--- src/logic/glue_consts.svh ---
`ifndef GLUE_CONSTS_SVH
`define GLUE_CONSTS_SVH

///////////////////////////////
// Wait states per space
///////////////////////////////

// ROM adds the two-bit delay from the board pins
`define ROM_WAIT    4'd3
`define FLASH_WAIT  4'd4
`define RTC_WAIT    4'd6
`define AC_WAIT     4'd1
`define BOARD_WAIT  4'd2

///////////////////////////////
// AutoConfig registers
///////////////////////////////

// Word offsets on addr[7:1], byte offsets $48, $4A and $4C
`define AC_BASE_HI  7'h24
`define AC_BASE_LO  7'h25
`define AC_SHUTUP   7'h26

// Identity tables, entry 0 in bits 3:0, true (not inverted) values
// Type $C1, product, flags, reserved, manufacturer, serial
`define BRIDGE_ID   64'h1000_C4A1_0000_041C
`define ATA_ID      64'h2000_C4A1_0000_141C

///////////////////////////////
// Fixed pages, addr[23:16]
///////////////////////////////

// ROM and flash span eight pages each
`define ROM_PAGE    8'hF8
`define FLASH_PAGE  8'hF0
`define RTC_PAGE    8'hDC
`define AC_PAGE     8'hE8

`endif

--- src/logic/glue_pkg.sv ---
package glue_pkg;

    ///////////////////////////////
    // Bus spaces
    ///////////////////////////////

    // Space of the open cycle, as latched by the decoder
    typedef enum logic [2:0] {
        // No device here, another board or the bus timeout ends it
        spaceNone       = 3'd0,
        // Boot ROM, also page 0 while overlay is set
        spaceRom        = 3'd1,
        spaceFlash      = 3'd2,
        // Real-time clock
        spaceRtc        = 3'd3,
        // Zorro II config window
        spaceAutoconfig = 3'd4,
        // Autoconfigured 64 KB boards
        spaceBridge     = 3'd5,
        spaceAta        = 3'd6
    } busSpace;

    ///////////////////////////////
    // AutoConfig progress
    ///////////////////////////////

    // One board in the window at a time, bridge first
    typedef enum logic [1:0] {
        acBridge = 2'd0,
        acAta    = 2'd1,
        // Both boards handled, chain passed on
        acDone   = 2'd2
    } acState;

endpackage
--- src/logic/addrDecode.sv ---
`timescale 1ns/10ps

`include "glue_consts.svh"

module addrDecode (
    input  logic              clk40,
    input  logic              rst,
    input  logic              tsN,
    input  logic              ovl,
    input  logic [31:16]      addr,
    input  logic [7:0]        bridgeBase,
    input  logic [7:0]        ataBase,
    input  logic              configured,
    input  logic              cycleOpen,
    output glue_pkg::busSpace space,
    output logic              cycleStart
);

    import glue_pkg::*;

    localparam logic [7:0] romPage   = `ROM_PAGE;
    localparam logic [7:0] flashPage = `FLASH_PAGE;
    localparam logic [7:0] rtcPage   = `RTC_PAGE;
    localparam logic [7:0] acPage    = `AC_PAGE;

    logic       lowWindow;
    logic [7:0] page;
    busSpace    nextSpace;

    // Everything here sits in the 24-bit Zorro II area
    assign lowWindow = (addr[31:24] == 8'h00);
    assign page      = addr[23:16];

    ///////////////////////////////
    // Space decode
    ///////////////////////////////

    always_comb begin
        nextSpace = spaceNone;
        if (lowWindow) begin
            // ROM at top of map, mirrored to page 0 during overlay
            if (page[7:3] == romPage[7:3] || (ovl && page == 8'h00)) begin
                nextSpace = spaceRom;
            end else if (page[7:3] == flashPage[7:3]) begin
                nextSpace = spaceFlash;
            end else if (page == rtcPage) begin
                nextSpace = spaceRtc;
            end else if (page == acPage && !configured) begin
                // Window closes once chain is done
                nextSpace = spaceAutoconfig;
            end else if (bridgeBase != 8'h00 && page == bridgeBase) begin
                // Zero base = board not mapped yet
                nextSpace = spaceBridge;
            end else if (ataBase != 8'h00 && page == ataBase) begin
                nextSpace = spaceAta;
            end
        end
    end

    ///////////////////////////////
    // Cycle start
    ///////////////////////////////

    // Space holds for the whole cycle
    always_ff @(posedge clk40) begin
        if (rst) begin
            space      <= spaceNone;
            cycleStart <= 1'b0;
        end else begin
            cycleStart <= 1'b0;
            // Start strobe during an open cycle is dropped
            if (!tsN && !cycleOpen) begin
                space      <= nextSpace;
                cycleStart <= 1'b1;
            end
        end
    end

endmodule

--- src/logic/autoConfig.sv ---
`timescale 1ns/10ps

`include "glue_consts.svh"

module autoConfig (
    input  logic              clk40,
    input  logic              rst,
    input  glue_pkg::busSpace space,
    input  logic              rnw,
    input  logic              ackPulse,
    input  logic [7:1]        addr,
    input  logic [3:0]        dataIn,
    input  logic              configInN,
    output logic [3:0]        acData,
    output logic [7:0]        bridgeBase,
    output logic [7:0]        ataBase,
    output logic              configured,
    output logic              configEnN
);

    import glue_pkg::*;

    localparam logic [63:0] bridgeId = `BRIDGE_ID;
    localparam logic [63:0] ataId    = `ATA_ID;

    acState     state;
    acState     nextBoard;
    logic [3:0] loNibble;
    logic [3:0] idNibble;
    logic       acWrite;

    ///////////////////////////////
    // Read side
    ///////////////////////////////

    // Identity of the board now in the window
    always_comb begin
        idNibble = 4'h0;
        // Table covers offsets $00 to $1E, the rest reads as zero
        if (addr[7:5] == 3'b000) begin
            case (state)
                acBridge: idNibble = bridgeId[{addr[4:1], 2'b00} +: 4];
                acAta:    idNibble = ataId[{addr[4:1], 2'b00} +: 4];
                default:  idNibble = 4'h0;
            endcase
        end
    end

    // Offsets $00 and $02 are true, all others inverted
    assign acData = (addr[7:2] == 6'd0) ? idNibble : ~idNibble;

    ///////////////////////////////
    // Write side
    ///////////////////////////////

    // Commit on the acknowledge edge only
    assign acWrite = ackPulse && !rnw && (space == spaceAutoconfig) &&
                     (state != acDone) && !configInN;

    assign nextBoard = (state == acBridge) ? acAta : acDone;

    always_ff @(posedge clk40) begin
        if (rst) begin
            state      <= acBridge;
            loNibble   <= 4'h0;
            bridgeBase <= 8'h00;
            ataBase    <= 8'h00;
        end else if (acWrite) begin
            case (addr)
                // Low nibble waits for the high write
                `AC_BASE_LO: loNibble <= dataIn;
                `AC_BASE_HI: begin
                    // Both nibbles land together so window opens once
                    if (state == acBridge) begin
                        bridgeBase <= {dataIn, loNibble};
                    end else begin
                        ataBase <= {dataIn, loNibble};
                    end
                    state <= nextBoard;
                end
                // Board stays unmapped, base left at zero
                `AC_SHUTUP: state <= nextBoard;
                default: ;
            endcase
        end
    end

    // Chain not reached us yet, or both boards handled
    assign configured = configInN || (state == acDone);
    // Pass chain on to next slot
    assign configEnN  = !(state == acDone && !configInN);

endmodule

--- src/logic/cycleControl.sv ---
`timescale 1ns/10ps

`include "glue_consts.svh"

module cycleControl (
    input  logic              clk40,
    input  logic              rst,
    input  logic              cycleStart,
    input  glue_pkg::busSpace space,
    input  logic [1:0]        romDelay,
    output logic              cycleOpen,
    output logic              ackPulse,
    output logic              tackN
);

    import glue_pkg::*;

    ///////////////////////////////
    // Wait-state table
    ///////////////////////////////

    function automatic logic [3:0] waitStates(input busSpace s, input logic [1:0] delay);
        logic [3:0] w;
        case (s)
            // Slow ROM parts get extra states from the pins
            spaceRom:        w = `ROM_WAIT + {2'b00, delay};
            spaceFlash:      w = `FLASH_WAIT;
            spaceRtc:        w = `RTC_WAIT;
            spaceAutoconfig: w = `AC_WAIT;
            spaceBridge:     w = `BOARD_WAIT;
            spaceAta:        w = `BOARD_WAIT;
            default:         w = 4'd0;
        endcase
        return w;
    endfunction

    logic       startValid;
    logic [3:0] loadWait;
    logic       busy;
    logic [3:0] count;

    // Unmapped cycles never open
    assign startValid = cycleStart && (space != spaceNone);
    assign loadWait   = waitStates(space, romDelay);

    // Zero wait acks straight off the start pulse
    assign ackPulse  = startValid ? (loadWait == 4'd0) : (busy && count == 4'd0);
    assign cycleOpen = startValid || busy;

    ///////////////////////////////
    // Wait counter
    ///////////////////////////////

    always_ff @(posedge clk40) begin
        if (rst) begin
            busy  <= 1'b0;
            count <= 4'd0;
        end else if (startValid) begin
            busy  <= (loadWait != 4'd0);
            // Start cycle already used up one state
            count <= loadWait - 4'd1;
        end else if (ackPulse) begin
            busy <= 1'b0;
        end else if (busy) begin
            count <= count - 4'd1;
        end
    end

    // Single low cycle, one edge after ackPulse
    always_ff @(posedge clk40) begin
        if (rst) begin
            tackN <= 1'b1;
        end else begin
            tackN <= !ackPulse;
        end
    end

endmodule

--- src/logic/deviceStrobes.sv ---
`timescale 1ns/10ps

module deviceStrobes (
    input  logic              clk40,
    input  logic              rst,
    input  glue_pkg::busSpace space,
    input  logic              cycleStart,
    input  logic              ackPulse,
    input  logic              rnw,
    output logic              romEnN,
    output logic              flashEnN,
    output logic              flashReadN,
    output logic              flashWriteN,
    output logic              rtcEnN,
    output logic              bridgeEnN,
    output logic              ataEnN,
    output logic              dataOe
);

    import glue_pkg::*;

    logic held;
    logic ackSeen;
    logic active;

    // Enable span runs from the start pulse through the tackN cycle
    always_ff @(posedge clk40) begin
        if (rst) begin
            held    <= 1'b0;
            ackSeen <= 1'b0;
        end else begin
            // Mirrors tackN low
            ackSeen <= ackPulse;
            if (cycleStart && space != spaceNone) begin
                held <= 1'b1;
            end else if (ackSeen) begin
                held <= 1'b0;
            end
        end
    end

    assign active = cycleStart || held;

    ///////////////////////////////
    // Enables, one per space
    ///////////////////////////////

    assign romEnN    = !(active && space == spaceRom);
    assign flashEnN  = !(active && space == spaceFlash);
    assign rtcEnN    = !(active && space == spaceRtc);
    assign bridgeEnN = !(active && space == spaceBridge);
    assign ataEnN    = !(active && space == spaceAta);

    // Flash strobes track direction over the span
    assign flashReadN  = !(active && space == spaceFlash && rnw);
    assign flashWriteN = !(active && space == spaceFlash && !rnw);

    // Drive nibble back only for config reads
    assign dataOe = active && space == spaceAutoconfig && rnw;

endmodule

--- src/logic/glueTop.sv ---
`timescale 1ns/10ps

module glueTop (
    input  logic        clk40,
    input  logic        rst,
    input  logic        tsN,
    input  logic        rnw,
    input  logic        ovl,
    input  logic [1:0]  romDelay,
    input  logic        configInN,
    input  logic [31:1] addr,
    input  logic [3:0]  dataIn,
    output logic        tackN,
    output logic [3:0]  dataOut,
    output logic        dataOe,
    output logic        configEnN,
    output logic        romEnN,
    output logic        flashEnN,
    output logic        flashReadN,
    output logic        flashWriteN,
    output logic        rtcEnN,
    output logic        bridgeEnN,
    output logic        ataEnN
);

    import glue_pkg::*;

    busSpace    space;
    logic       cycleStart;
    logic       cycleOpen;
    logic       ackPulse;
    logic       configured;
    logic [7:0] bridgeBase;
    logic [7:0] ataBase;
    logic [3:0] acData;

    ///////////////////////////////
    // Decode and acknowledge
    ///////////////////////////////

    addrDecode uDecode (.clk40, .rst, .tsN, .ovl, .addr(addr[31:16]), .bridgeBase,
        .ataBase, .configured, .cycleOpen, .space, .cycleStart);

    cycleControl uControl (.clk40, .rst, .cycleStart, .space, .romDelay, .cycleOpen,
        .ackPulse, .tackN);

    // Config registers see only the low word offset
    autoConfig uAutoConfig (.clk40, .rst, .space, .rnw, .ackPulse, .addr(addr[7:1]),
        .dataIn, .configInN, .acData, .bridgeBase, .ataBase, .configured, .configEnN);

    deviceStrobes uStrobes (.clk40, .rst, .space, .cycleStart, .ackPulse, .rnw, .romEnN,
        .flashEnN, .flashReadN, .flashWriteN, .rtcEnN, .bridgeEnN, .ataEnN, .dataOe);

    assign dataOut = acData;

endmodule

--- config.mk ---
export PLATFORM = sky130hd
export DESIGN_NAME = glueTop
export DESIGN_NICKNAME = d
export VERILOG_FILES = /design/src/logic/glue_pkg.sv /design/src/logic/addrDecode.sv /design/src/logic/autoConfig.sv /design/src/logic/cycleControl.sv /design/src/logic/deviceStrobes.sv /design/src/logic/glueTop.sv
export VERILOG_INCLUDE_DIRS = /design/src /design/src/logic
export SDC_FILE = /design/constraint.sdc
export NUM_CORES = 1
export LEC_CHECK = 0
export ABC_AREA = 1
export BUFFER_PORTS_ARGS = -buffer_cell sky130_fd_sc_hd__buf_4
export CAP_MARGIN = 20
export CORE_ASPECT_RATIO = 0.5
export CORE_MARGIN = 5
export CORE_UTILIZATION = 45
export CTS_BUF_LIST = sky130_fd_sc_hd__clkbuf_4
export CTS_CLUSTER_DIAMETER = 30
export DETAILED_ROUTE_END_ITERATION = 10
export PLACE_DENSITY = 0.72
export SETUP_SLACK_MARGIN = 0.1
export SKIP_LAST_GASP = 1
export SLEW_MARGIN = 5
export SYNTH_ARGS = -nofsm -noshare
export SYNTH_HDL_FRONTEND = slang
export SYNTH_SLANG_ARGS = --single-unit
--- constraint.sdc ---
create_clock -name clk40 -period 1.5 [get_ports clk40]
set_input_delay 0.3 -clock clk40 [delete_from_list [all_inputs] [get_ports clk40]]
set_output_delay 0.3 -clock clk40 [all_outputs]
set_load 0.02 [all_outputs]
# == After elaboration in Yosys (flattened, before gate mapping) ==
# Cells that the tools add are included.
# Widths: inputs -> output; s select.
# word_totals
register_bits,34
inputBits,43
out_inout_bits,14
wordCells,118
# classes
add_sub_neg,3
n_eq_ne,19
shifts,2
n_mux,21
bitwise_logic,2
reduce_logical,60
# ops
op,count
$shiftx 64x7->4 const A,2
$eq 7x6->1 const B,3
$logic_and 1x1->1,21
$mux 3,7
$mux 4,5
$pmux 4 s5,1
$eq 8x8->1,2
$eq 8x8->1 const B,2
$logic_not 8->1,2
$reduce_bool 8->1,2
$logic_not 1->1,14
$eq 5x5->1 const B,2
$eq 3x3->1 const B,3
$logic_not 4->1,2
$pmux 4 s2,1
$sub 4x1->4 const B,2
$eq 3x2->1 const B,2
$logic_not 6->1,1
$mux 1,6
$reduce_and 2->1,3
$reduce_and 3->1,2
$reduce_bool 2->1,3
$logic_or 1x1->1,4
$ne 2x2->1 const B,2
12 further kinds,13

# == Logic depth before layout (Yosys ltp) ==
# Gate-level depths: netlist of run 1.
# logic_depth
word_depth,10
ltp_mapped,15
mapped_depth_nobuf,14

# == By module ==
# Synthesis of run 1 repeated with hierarchy kept, for this count alone.
# hier_totals
hier_cells,413
area_unflattened_um2,2493.6
# modules_own_cells
module,instances,cells_each,area_each_um2,seq_area_each_um2
autoConfig,1,192,1243.7,440.4
addrDecode,1,122,628.1,80.1
cycleControl,1,72,474.2,120.1
deviceStrobes,1,27,147.6,40.0

# == Worst setup path after synthesis of run 1 ==
# Ideal clock, no wire load.
# synth_path
path_kind,input to output
startpoint,in addr[6] (netlist bit)
endpoint,out dataOut[3]
arrival_time_ns,1.380
required_time_ns,1.200
path_slack_ns,-0.180
cell_stages,7
path_buffers,0
path_cell_list,nor3_1 -> inv_1 -> nor2_1 -> inv_1 -> nor3_1 -> nor3_1 -> a31oi_1
# synth_between
elab_chain_cells,4
elab_cells_between_ends,5
cone_classes,2 x mux; 1 x bitwise; 2 x reduce/logical
# synth_lines
item,line_no,source
from (decl),glueTop.sv:11,"input logic [31:1] addr,"
$logic_not 3->1,autoConfig.sv:40,if (addr[7:5] == 3'b000) begin
$mux 4,autoConfig.sv:40,
$not 4->4,autoConfig.sv:50,assign acData = (addr[7:2] == 6'd0) ? idNibble : ~idNibble;
$mux 4 (*),autoConfig.sv:50,
to (decl),glueTop.sv:14,"output logic [3:0] dataOut,"
# Mark *: on every way between the ends. The rest lies on a longest branch, timed or not.

# == Worst setup path in the final report of run 1 ==
# layout_path
startpoint,reg uAutoConfig.state[1]
endpoint,out dataOut[3]
# layout_between
elab_chain_cells,5
elab_cells_between_ends,6
cone_classes,1 x eq/ne; 3 x mux; 1 x bitwise; 1 x reduce/logical
# layout_lines
item,line_no,source
from (decl),autoConfig.sv:26,acState state;
from (signal assigned),autoConfig.sv:64,state <= acBridge;
from (signal assigned),autoConfig.sv:79,state <= nextBoard;
from (signal assigned),autoConfig.sv:82,`AC_SHUTUP: state <= nextBoard;
$eq 2x1->1 or $logic_not 2->1 (tied branches),autoConfig.sv:41,case (state)
$pmux 4 s2 (*),autoConfig.sv:41,
$mux 4 (*),autoConfig.sv:40,
$not 4->4,autoConfig.sv:50,
$mux 4 (*),autoConfig.sv:50,
# Marks and branches as above.

==> results by group, run 1 <==
Status
  – Outcome: complete, but fails checks
  – Failing checks: setup timing

Synth
  – Avg Cell Area, Syn: 6.02 um^2
  – Sequential area share after synthesis: 29.1%
  – Main synth FF type: dfxtp_1
  – Post-synth net total: 434
  – Number of synthesized flops with an enable pin: 0
  – Gate Count Post-Synth: 389
  – Area of the mapped netlist: 2340 um^2
  – Async S/R FF share, synth: 0%
  – Distinct cells, synth: 35
  – Number of synthesized register bits: 34
  – Yosys warns: 0

Timing
  – Setup Skew: 0.0161 ns
  – Final hold slack: 0.186 ns
  – Pin slew with the least headroom to its limit: 0.648 ns
  – Tcrit/Tclk final: 125%
  – Final Worst Setup Slack: -0.373 ns
  – Max Clk Rate: 534 MHz
  – Tmin final: 1.87 ns
  – Final hold vios: 0
  – Slew Limit Fails: 0
  – Fin Setup TNS: -7.68 ns
  – Unrepaired setup endpoints after global routing: yes
  – Slew HR: 56.5%
  – Final setup violation count: 41

Drt
  – DR DRC count: 0
  – Via count: 2831
  – Final ANT Viol Nets: 0
  – Vias per cell: 4.96
  – Total Wirelength: 7.89 mm
  – First drt pass iteration count: 4
  – Initial DRC count: 138
  – Wire per inst: 13.8 um

Floorplan
  – Die H: 61 um
  – Core region area: 4980 um^2
  – Initial Util: 47.0%
  – Die W: 112 um
  – I/O pin cnt: 57
  – Die area: 6830 um^2
  – Row cnt: 18

Placement
  – Number of port buffers: 48
  – Placed Cells incl. Taps: 536
  – GP Congestion: 0.891
  – Pre-CTS WS: -0.254 ns
  – HPWL after DPL: 4.86 mm

Global routing
  – GRT Util Overall: 21.8%
  – Initial antenna violation count: 0
  – Grt ovf: 0
  – First-pass GRT wire length: 12.0 mm
  – Vias in the first global route: 2793
  – Largest net degree at the start of global routing: 20

Finish
  – Post-layout util: 79.2%
  – Final std cells w/o fill: 571
  – Most frequent cells in the layout: 78 x buf_4, 77 x nand2_1, 52 x nor2_1
  – Layout cells sized above 1: 49.1%
  – Diode count: 0
  – Commonest non-fill, non-tap cell in the layout: buf_4
  – Area growth syn-to-layout: 68.5%
  – Net count, final: 545
  – Fill cells: 349

CTS
  – CTS tree: yes
  – CTS max path bufs: 2
  – CTS root buffer: clkbuf_4
  – CTS Sinks: 34
  – Clock latency on the worst-skew pair: 0.36 ns
  – Clock-pin slew on the worst setup and hold paths: 0.11 ns
  – H-tree levels: 2
  – Hold_buf cts: 0
  – Total CTS buffers: 5

Setup path
  – WP data required: 1.20 ns
  – Worst setup SP type: register
  – Worst path arrival time: 1.57 ns
  – CP endpoint kind: output pin
  – WS Path Type: reg2out
  – Reg2reg end: uDecode.space[2]
  – R2R Setup Slk: -0.29 ns
  – R2R depth: 12
  – Critical Path Fanout Max: 3
  – Critical Path Source: uAutoConfig.state[1]
  – Worst r2r src: uDecode.space[1]

Hold path
  – Hold path depth: 3
  – Min-Delay Endpoint: uAutoConfig.bridgeBase[7]
  – Hold Startpoint: dataIn[3]
  – Tightest Hold Check Type: in2reg

Power
  – Worst VDD drop: 0.270 mV
  – Leakage: 0.00185 uW
  – PD cells: 437 nW/um^2

Job
  – Max Cap Viol: 0
## kinds of logic after synthesis
| group | count (synthesis) | synth area share [%] |
|---|---|---|
| and+or+nand+nor | 235 | 44.9 |
| buffers and inverters | 72 | 13.1 |
| AOI/OAI and AO/OA | 37 | 8.50 |
| DFF | 34 | 29.1 |
| xor gates and xnor gates | 9 | 3.37 |
| adders and majority gates | 2 | 1.07 |
## how the worst max path moves through the flow
stage                                   endpoint  cells past startpoint
after floorplan                       dataOut[3]                      7
after detailed placement  uAutoConfig.ataBase[0]                     15
after CTS                             dataOut[3]                      7
after global placement    uAutoConfig.ataBase[0]                     14
after global routing                  dataOut[3]                      7
final                                 dataOut[3]                      7
## what timing repair did
action                     4_1_cts  5_1_grt
pin swaps                       37       36
gates cloned                     2        0
setup endpoints to repair       41       46
setup buffers                   15       14
resized for setup              115       63
## metal layers
metal	wire, um	GRT usage, %	share of wire (%)	vias up
li1	-	-	-	1421
met1	3110	23.4	39	1306
met2	4120	43.5	52	77
met3	428	4.78	5.4	27
met4	236	8.56	3.0	0
met5	0	0	0	-
## area by class of cell
type                    count  area [um^2]  area share [%]
clock inverters             3         16.3           0.412
repair buffers            110          946            24.0
multi-input cells         285         1860            47.3
inverters                  64          293            7.42
well taps                  70         87.6            2.22
clock buffers               5         37.5           0.952
flip-flops and latches     34          699            17.7
## through the flow
| step | instance area (um^2) | power (uW) |
|---|---|---|
| final | 3940 | 1720 |
| after CTS | 3640 | 1700 |
| after floorplan | 2420 | 1040 |
| after global routing | 3940 | 1810 |
| after detailed placement | 3090 | 1190 |
| after global placement | 3090 | 1180 |
## synthesized netlist by cell type, types with 3 or more instances
library cell,n,area (um^2)
nand4_1,7,43.8
xnor2_1,6,52.6
a21oi_1,20,100
nand3_1,14,70.1
nor3_1,11,55.1
nand2_2,5,31.3
inv_1,61,229
nor2_1,70,263
o21ai_0,12,60.1
buf_6,4,45.0
xor2_1,3,26.3
clkbuf_1,3,11.3
nand2_1,110,413
dfxtp_1,34,681
nand2_4,5,56.3
## critical path, cell delays in order, from the launching register on
cell	delay [ns]
dfxtp_2	0.36
buf_6	0.12
nor2_4	0.08
inv_2	0.05
nor3_4	0.20
nor3_2	0.09
a31oi_2	0.15
buf_4	0.16
## registers in the layout, summed over array words and instances, names as in the netlist
signal / cells
uAutoConfig.loNibble: 4
uAutoConfig.bridgeBase: 8
uAutoConfig.state: 2
uDecode.cycleStart: 1
uControl.busy: 1
uControl.count: 4
uControl.tackN: 1
uAutoConfig.ataBase: 8
uDecode.space: 3
uStrobes.ackSeen: 1
uStrobes.held: 1
## where the power goes
group	internal, uW	switching, uW	total [uW]	leakage, uW
registers	898	3.54	901	0.000279
logic	148	159	307	0.00154
clock network	174	340	514	0.0000286
No activity file was read; power rests on OpenSTA's default activity.
==> run 2, diff against run 1 <==
ABC_AREA = unset   (was 1)
PLACE_DENSITY = 0.73   (was 0.72)
==> run 2 against run 1 <==
  * The flow still finishes with violations (setup timing)
  * Hold slack better by 0.014 ns
  * Fmax is 20% lower
  * Register-to-register slack worse by 0.55 ns
  * Wire length is 12% higher
  * Via count is 6.3% lower
  * Core utilization is 3.6 points higher
==> results by group, run 2 <==
Synth
  – Synth Area in Simple Gates: 27.8% (-17 points)
  – XOR/XNOR share of the synthesized area: 7.72% (+4.4 points)
  – Main synth FF type: dfxtp_1
  – Number of synthesized flops with an enable pin: 0 (unchanged)
  – Most frequent cells after synthesis: 35 x nor2_1, 34 x dfxtp_1, 21 x mux2i_1, 21 x nand2_1, 13 x clkbuf_1
  – Synth Area in Adders: 1.16% (+0.092 points)
  – Yosys warns: 0 (unchanged)
  – Gate Count Post-Synth: 259 (-33%)
  – Mux share of post-synthesis cell area: 9.76% (+9.8 points)
  – Compound-Gate Fraction of Synth Area: 16.7% (+8.2 points)
  – Top post-synthesis cells by area: dfxtp_1 32%, mux2i_1 9.8%, nor2_1 6.1%
  – Synth area leader: dfxtp_1
  – Post-synth net total: 304 (-30%)
  – Main combinational cell family by area after synthesis: simple AND/OR/NAND/NOR gates
  – Area of the mapped netlist: 2150 um^2 (-8.0%)
  – Avg Cell Area, Syn: 8.32 um^2 (+38%)
  – Number of synthesized register bits: 34 (unchanged)
  – Post-synth top area share: 31.6% (+2.5 points)
  – Sequential area share after synthesis: 31.6% (+2.5 points)
  – Async S/R FF share, synth: 0% (unchanged)
  – Distinct cells, synth: 50 (+43%)
  – Count leader, synth: nor2_1

Hold path
  – Tightest Hold Check Type: in2reg

Placement
  – HPWL after DPL: 4.99 mm (+2.7%)
  – Number of port buffers: 48 (unchanged)
  – GP Congestion: 0.890 (about the same)
  – Pre-CTS WS: -0.838 ns (-0.584 ns)

CTS
  – Clock-pin slew on the worst setup and hold paths: 0.14 ns (+0.03 ns)
  – Total CTS buffers: 5 (unchanged)
  – Hold_buf cts: 0 (unchanged)
  – CTS Sinks: 34 (unchanged)
  – Clock latency on the worst-skew pair: 0.37 ns (about the same)
  – CTS tree: yes
  – CTS root buffer: clkbuf_4
  – CTS max path bufs: 2 (unchanged)
  – H-tree levels: 2 (unchanged)

Power
  – Clk pwr share: 37.3% (+7.5 points)
  – Leakage: 0.00148 uW (-20%)
  – PD cells: 520 nW/um^2 (+19%)
  – Sw power: 531 uW (+5.7%)
  – Internal: 1410 uW (+16%)
  – Worst VDD drop: 0.524 mV (+94%)
  – Power, Total: 1940 uW (+13%)
  – Switching Share: 27.3% (-1.9 points)
  – Sequential Power Share: 46.5% (-5.8 points)
  – Comb pwr share: 16.2% (-1.6 points)

Finish
  – Area growth syn-to-layout: 73.5%
  – Fill cells: 255 (-27%)
  – Diode count: 0 (unchanged)
  – Commonest non-fill, non-tap cell in the layout: buf_4
  – Biggest regs: uAutoConfig.ataBase x8, uAutoConfig.bridgeBase x8
  – Net count, final: 431 (-21%)
  – Layout cells sized above 1: 50.6% (+1.5 points)
  – Most frequent cells in the layout: 102 x buf_4, 31 x nor2_1, 31 x buf_6

Setup path
  – WP data required: 1.75 ns (+0.55 ns)
  – Reg2reg end: uAutoConfig.loNibble[2]
  – R2R Setup Slk: -0.84 ns (-0.55 ns)
  – WS Path Type: reg2reg
  – Worst path arrival time: 2.58 ns (+1.01 ns)
  – Worst setup SP type: register
  – R2R depth: 7 (-5)
  – Critical Path Source: uControl.count[1]
  – Critical Path Fanout Max: 5 (+2)
  – Critical path endpoint: uAutoConfig.loNibble[2]
  – Worst r2r src: uControl.count[1]
  – CP endpoint kind: register

Global routing
  – Vias in the first global route: 2491 (-11%)
  – Grt ovf: 0 (unchanged)
  – First-pass GRT wire length: 11.6 mm (-3.4%)
  – Initial antenna violation count: 0 (unchanged)
  – Largest net degree at the start of global routing: 32 (+60%)
  – GRT Util Overall: 22.8% (+1.0 points)

Timing
  – Tcrit/Tclk final: 156% (+31 points)
  – Slew HR: 73.8% (+17 points)
  – Fin Setup TNS: -28.02 ns (-20.34 ns)
  – Unrepaired setup endpoints after global routing: yes
  – Final Worst Setup Slack: -0.837 ns (-0.464 ns)
  – Setup Skew: 0.0223 ns (+0.00617 ns)
  – Final hold vios: 0 (unchanged)
  – Pin slew with the least headroom to its limit: 0.389 ns (-0.259 ns)
  – Slew Limit Fails: 0 (unchanged)
  – Tmin final: 2.34 ns (+0.464 ns)
  – Max Clk Rate: 428 MHz (-20%)
  – Final setup violation count: 47 (+15%)

Floorplan
  – I/O pin cnt: 57 (unchanged)
  – Initial Util: 47.8% (+0.75 points)
  – Row cnt: 17 (-1)
  – Die area: 6360 um^2 (-7.0%)
  – Die W: 108 um (-3.7%)
  – Core region area: 4510 um^2 (-9.4%)
  – Die H: 58.9 um (-3.4%)

Drt
  – Total Wirelength: 8.86 mm (+12%)
  – DR DRC count: 0 (unchanged)
  – Wire per inst: 19.6 um (+41%)
  – Final ANT Viol Nets: 0 (unchanged)
  – Initial DRC count: 174 (+26%)
  – First drt pass iteration count: 4 (unchanged)
  – Vias per cell: 5.86 (+18%)
  – Via count: 2654 (-6.3%)

Job
  – Max Cap Viol: 0 (unchanged)

Status
  – Failing checks: setup timing
  – Outcome: complete, but fails checks
[run 2: changes by cell type after synthesis, sizes merged, moves of 9 or more]
cell    change
nand3       -9
nor3       -11
nand2      -99
mux2i      +21
nor2       -37
nor4        +9
clkbuf     +10
inv        -54
a21oi      -10
[run 2: metrics by stage]
stage | utilization, % | instances | hold slack, ns | area (um^2)
after floorplan | - | 259 | 0.443 | 2390
after global placement | 71.3 | 427 | 0.461 | 3210
after detailed placement | 71.3 | 427 | 0.467 | 3210
after CTS | 77.7 | 443 | 0.204 | 3510
after global routing | 82.9 | 453 | 0.190 | 3740
final | 82.9 | 453 | 0.200 | 3740
[run 2: kinds of logic after synthesis]
kind of cell | count (synthesis)
xor+xnor | 19
flops | 34
fa+ha+maj | 2
mux | 21
buf+inv | 26
compound gates | 43
simple gates | 114
[run 2: worst min path at each step]
stage | endpoint | slack [ns] | startpoint | depth (start not counted)
detailed placement | uStrobes.held | 0.47 | uStrobes.held | 2
finish | uAutoConfig.bridgeBase[4] | 0.20 | dataIn[0] | 3
floorplan | uControl.tackN | 0.44 | rst | 2
global route | uAutoConfig.ataBase[4] | 0.19 | dataIn[0] | 3
CTS | uAutoConfig.bridgeBase[4] | 0.20 | dataIn[0] | 3
global placement | uStrobes.held | 0.46 | uStrobes.held | 2
[run 2: repair_timing]
action / CTS / global route
setup endpoints to repair: 46 / 47
resized for setup: 41 / 31
buffers inserted: 11 / 12
pin swaps: 10 / 13
gates cloned: 0 / 1
[run 2: final cells by class]
| cell class | count | area, um^2 | share of cell area, % |
|---|---|---|---|
| Multi-Input combinational cell | 199 | 1650 | 44.2 |
| Timing Repair Buffer | 137 | 1190 | 31.8 |
| Sequential cell | 34 | 689 | 18.4 |
| Tap cell | 66 | 82.6 | 2.21 |
| Clock buffer | 5 | 37.5 | 1.00 |
| Clock inverter | 3 | 45.0 | 1.21 |
| Inverter | 9 | 41.3 | 1.10 |
[run 2: critical path, stage by stage (launching register included)]
cell and delay [ns]:
dfxtp_1 0.35, or3_4 0.37, or4b_4 0.54, buf_8 0.17, a2111oi_4 0.30, buf_4 0.21, mux2i_1 0.21, nor2_1 0.06
[run 2: routing by layer]
metal,share of wire [%],vias up,GRT usage [%]
met5,0,-,0
met4,6.1,0,7.19
met3,6.2,55,5.37
met2,50,129,43.3
met1,38,1273,25.7
li1,-,1197,-
[run 2: power groups by stage]
| stage | Combinational [uW] | Clock, uW | Sequential, uW |
|---|---|---|---|
| after floorplan | 113 | 0 | 927 |
| after global placement | 268 | 0 | 925 |
| after detailed placement | 276 | 0 | 925 |
| after CTS | 287 | 713 | 905 |
| after global routing | 333 | 775 | 904 |
| final | 316 | 725 | 904 |
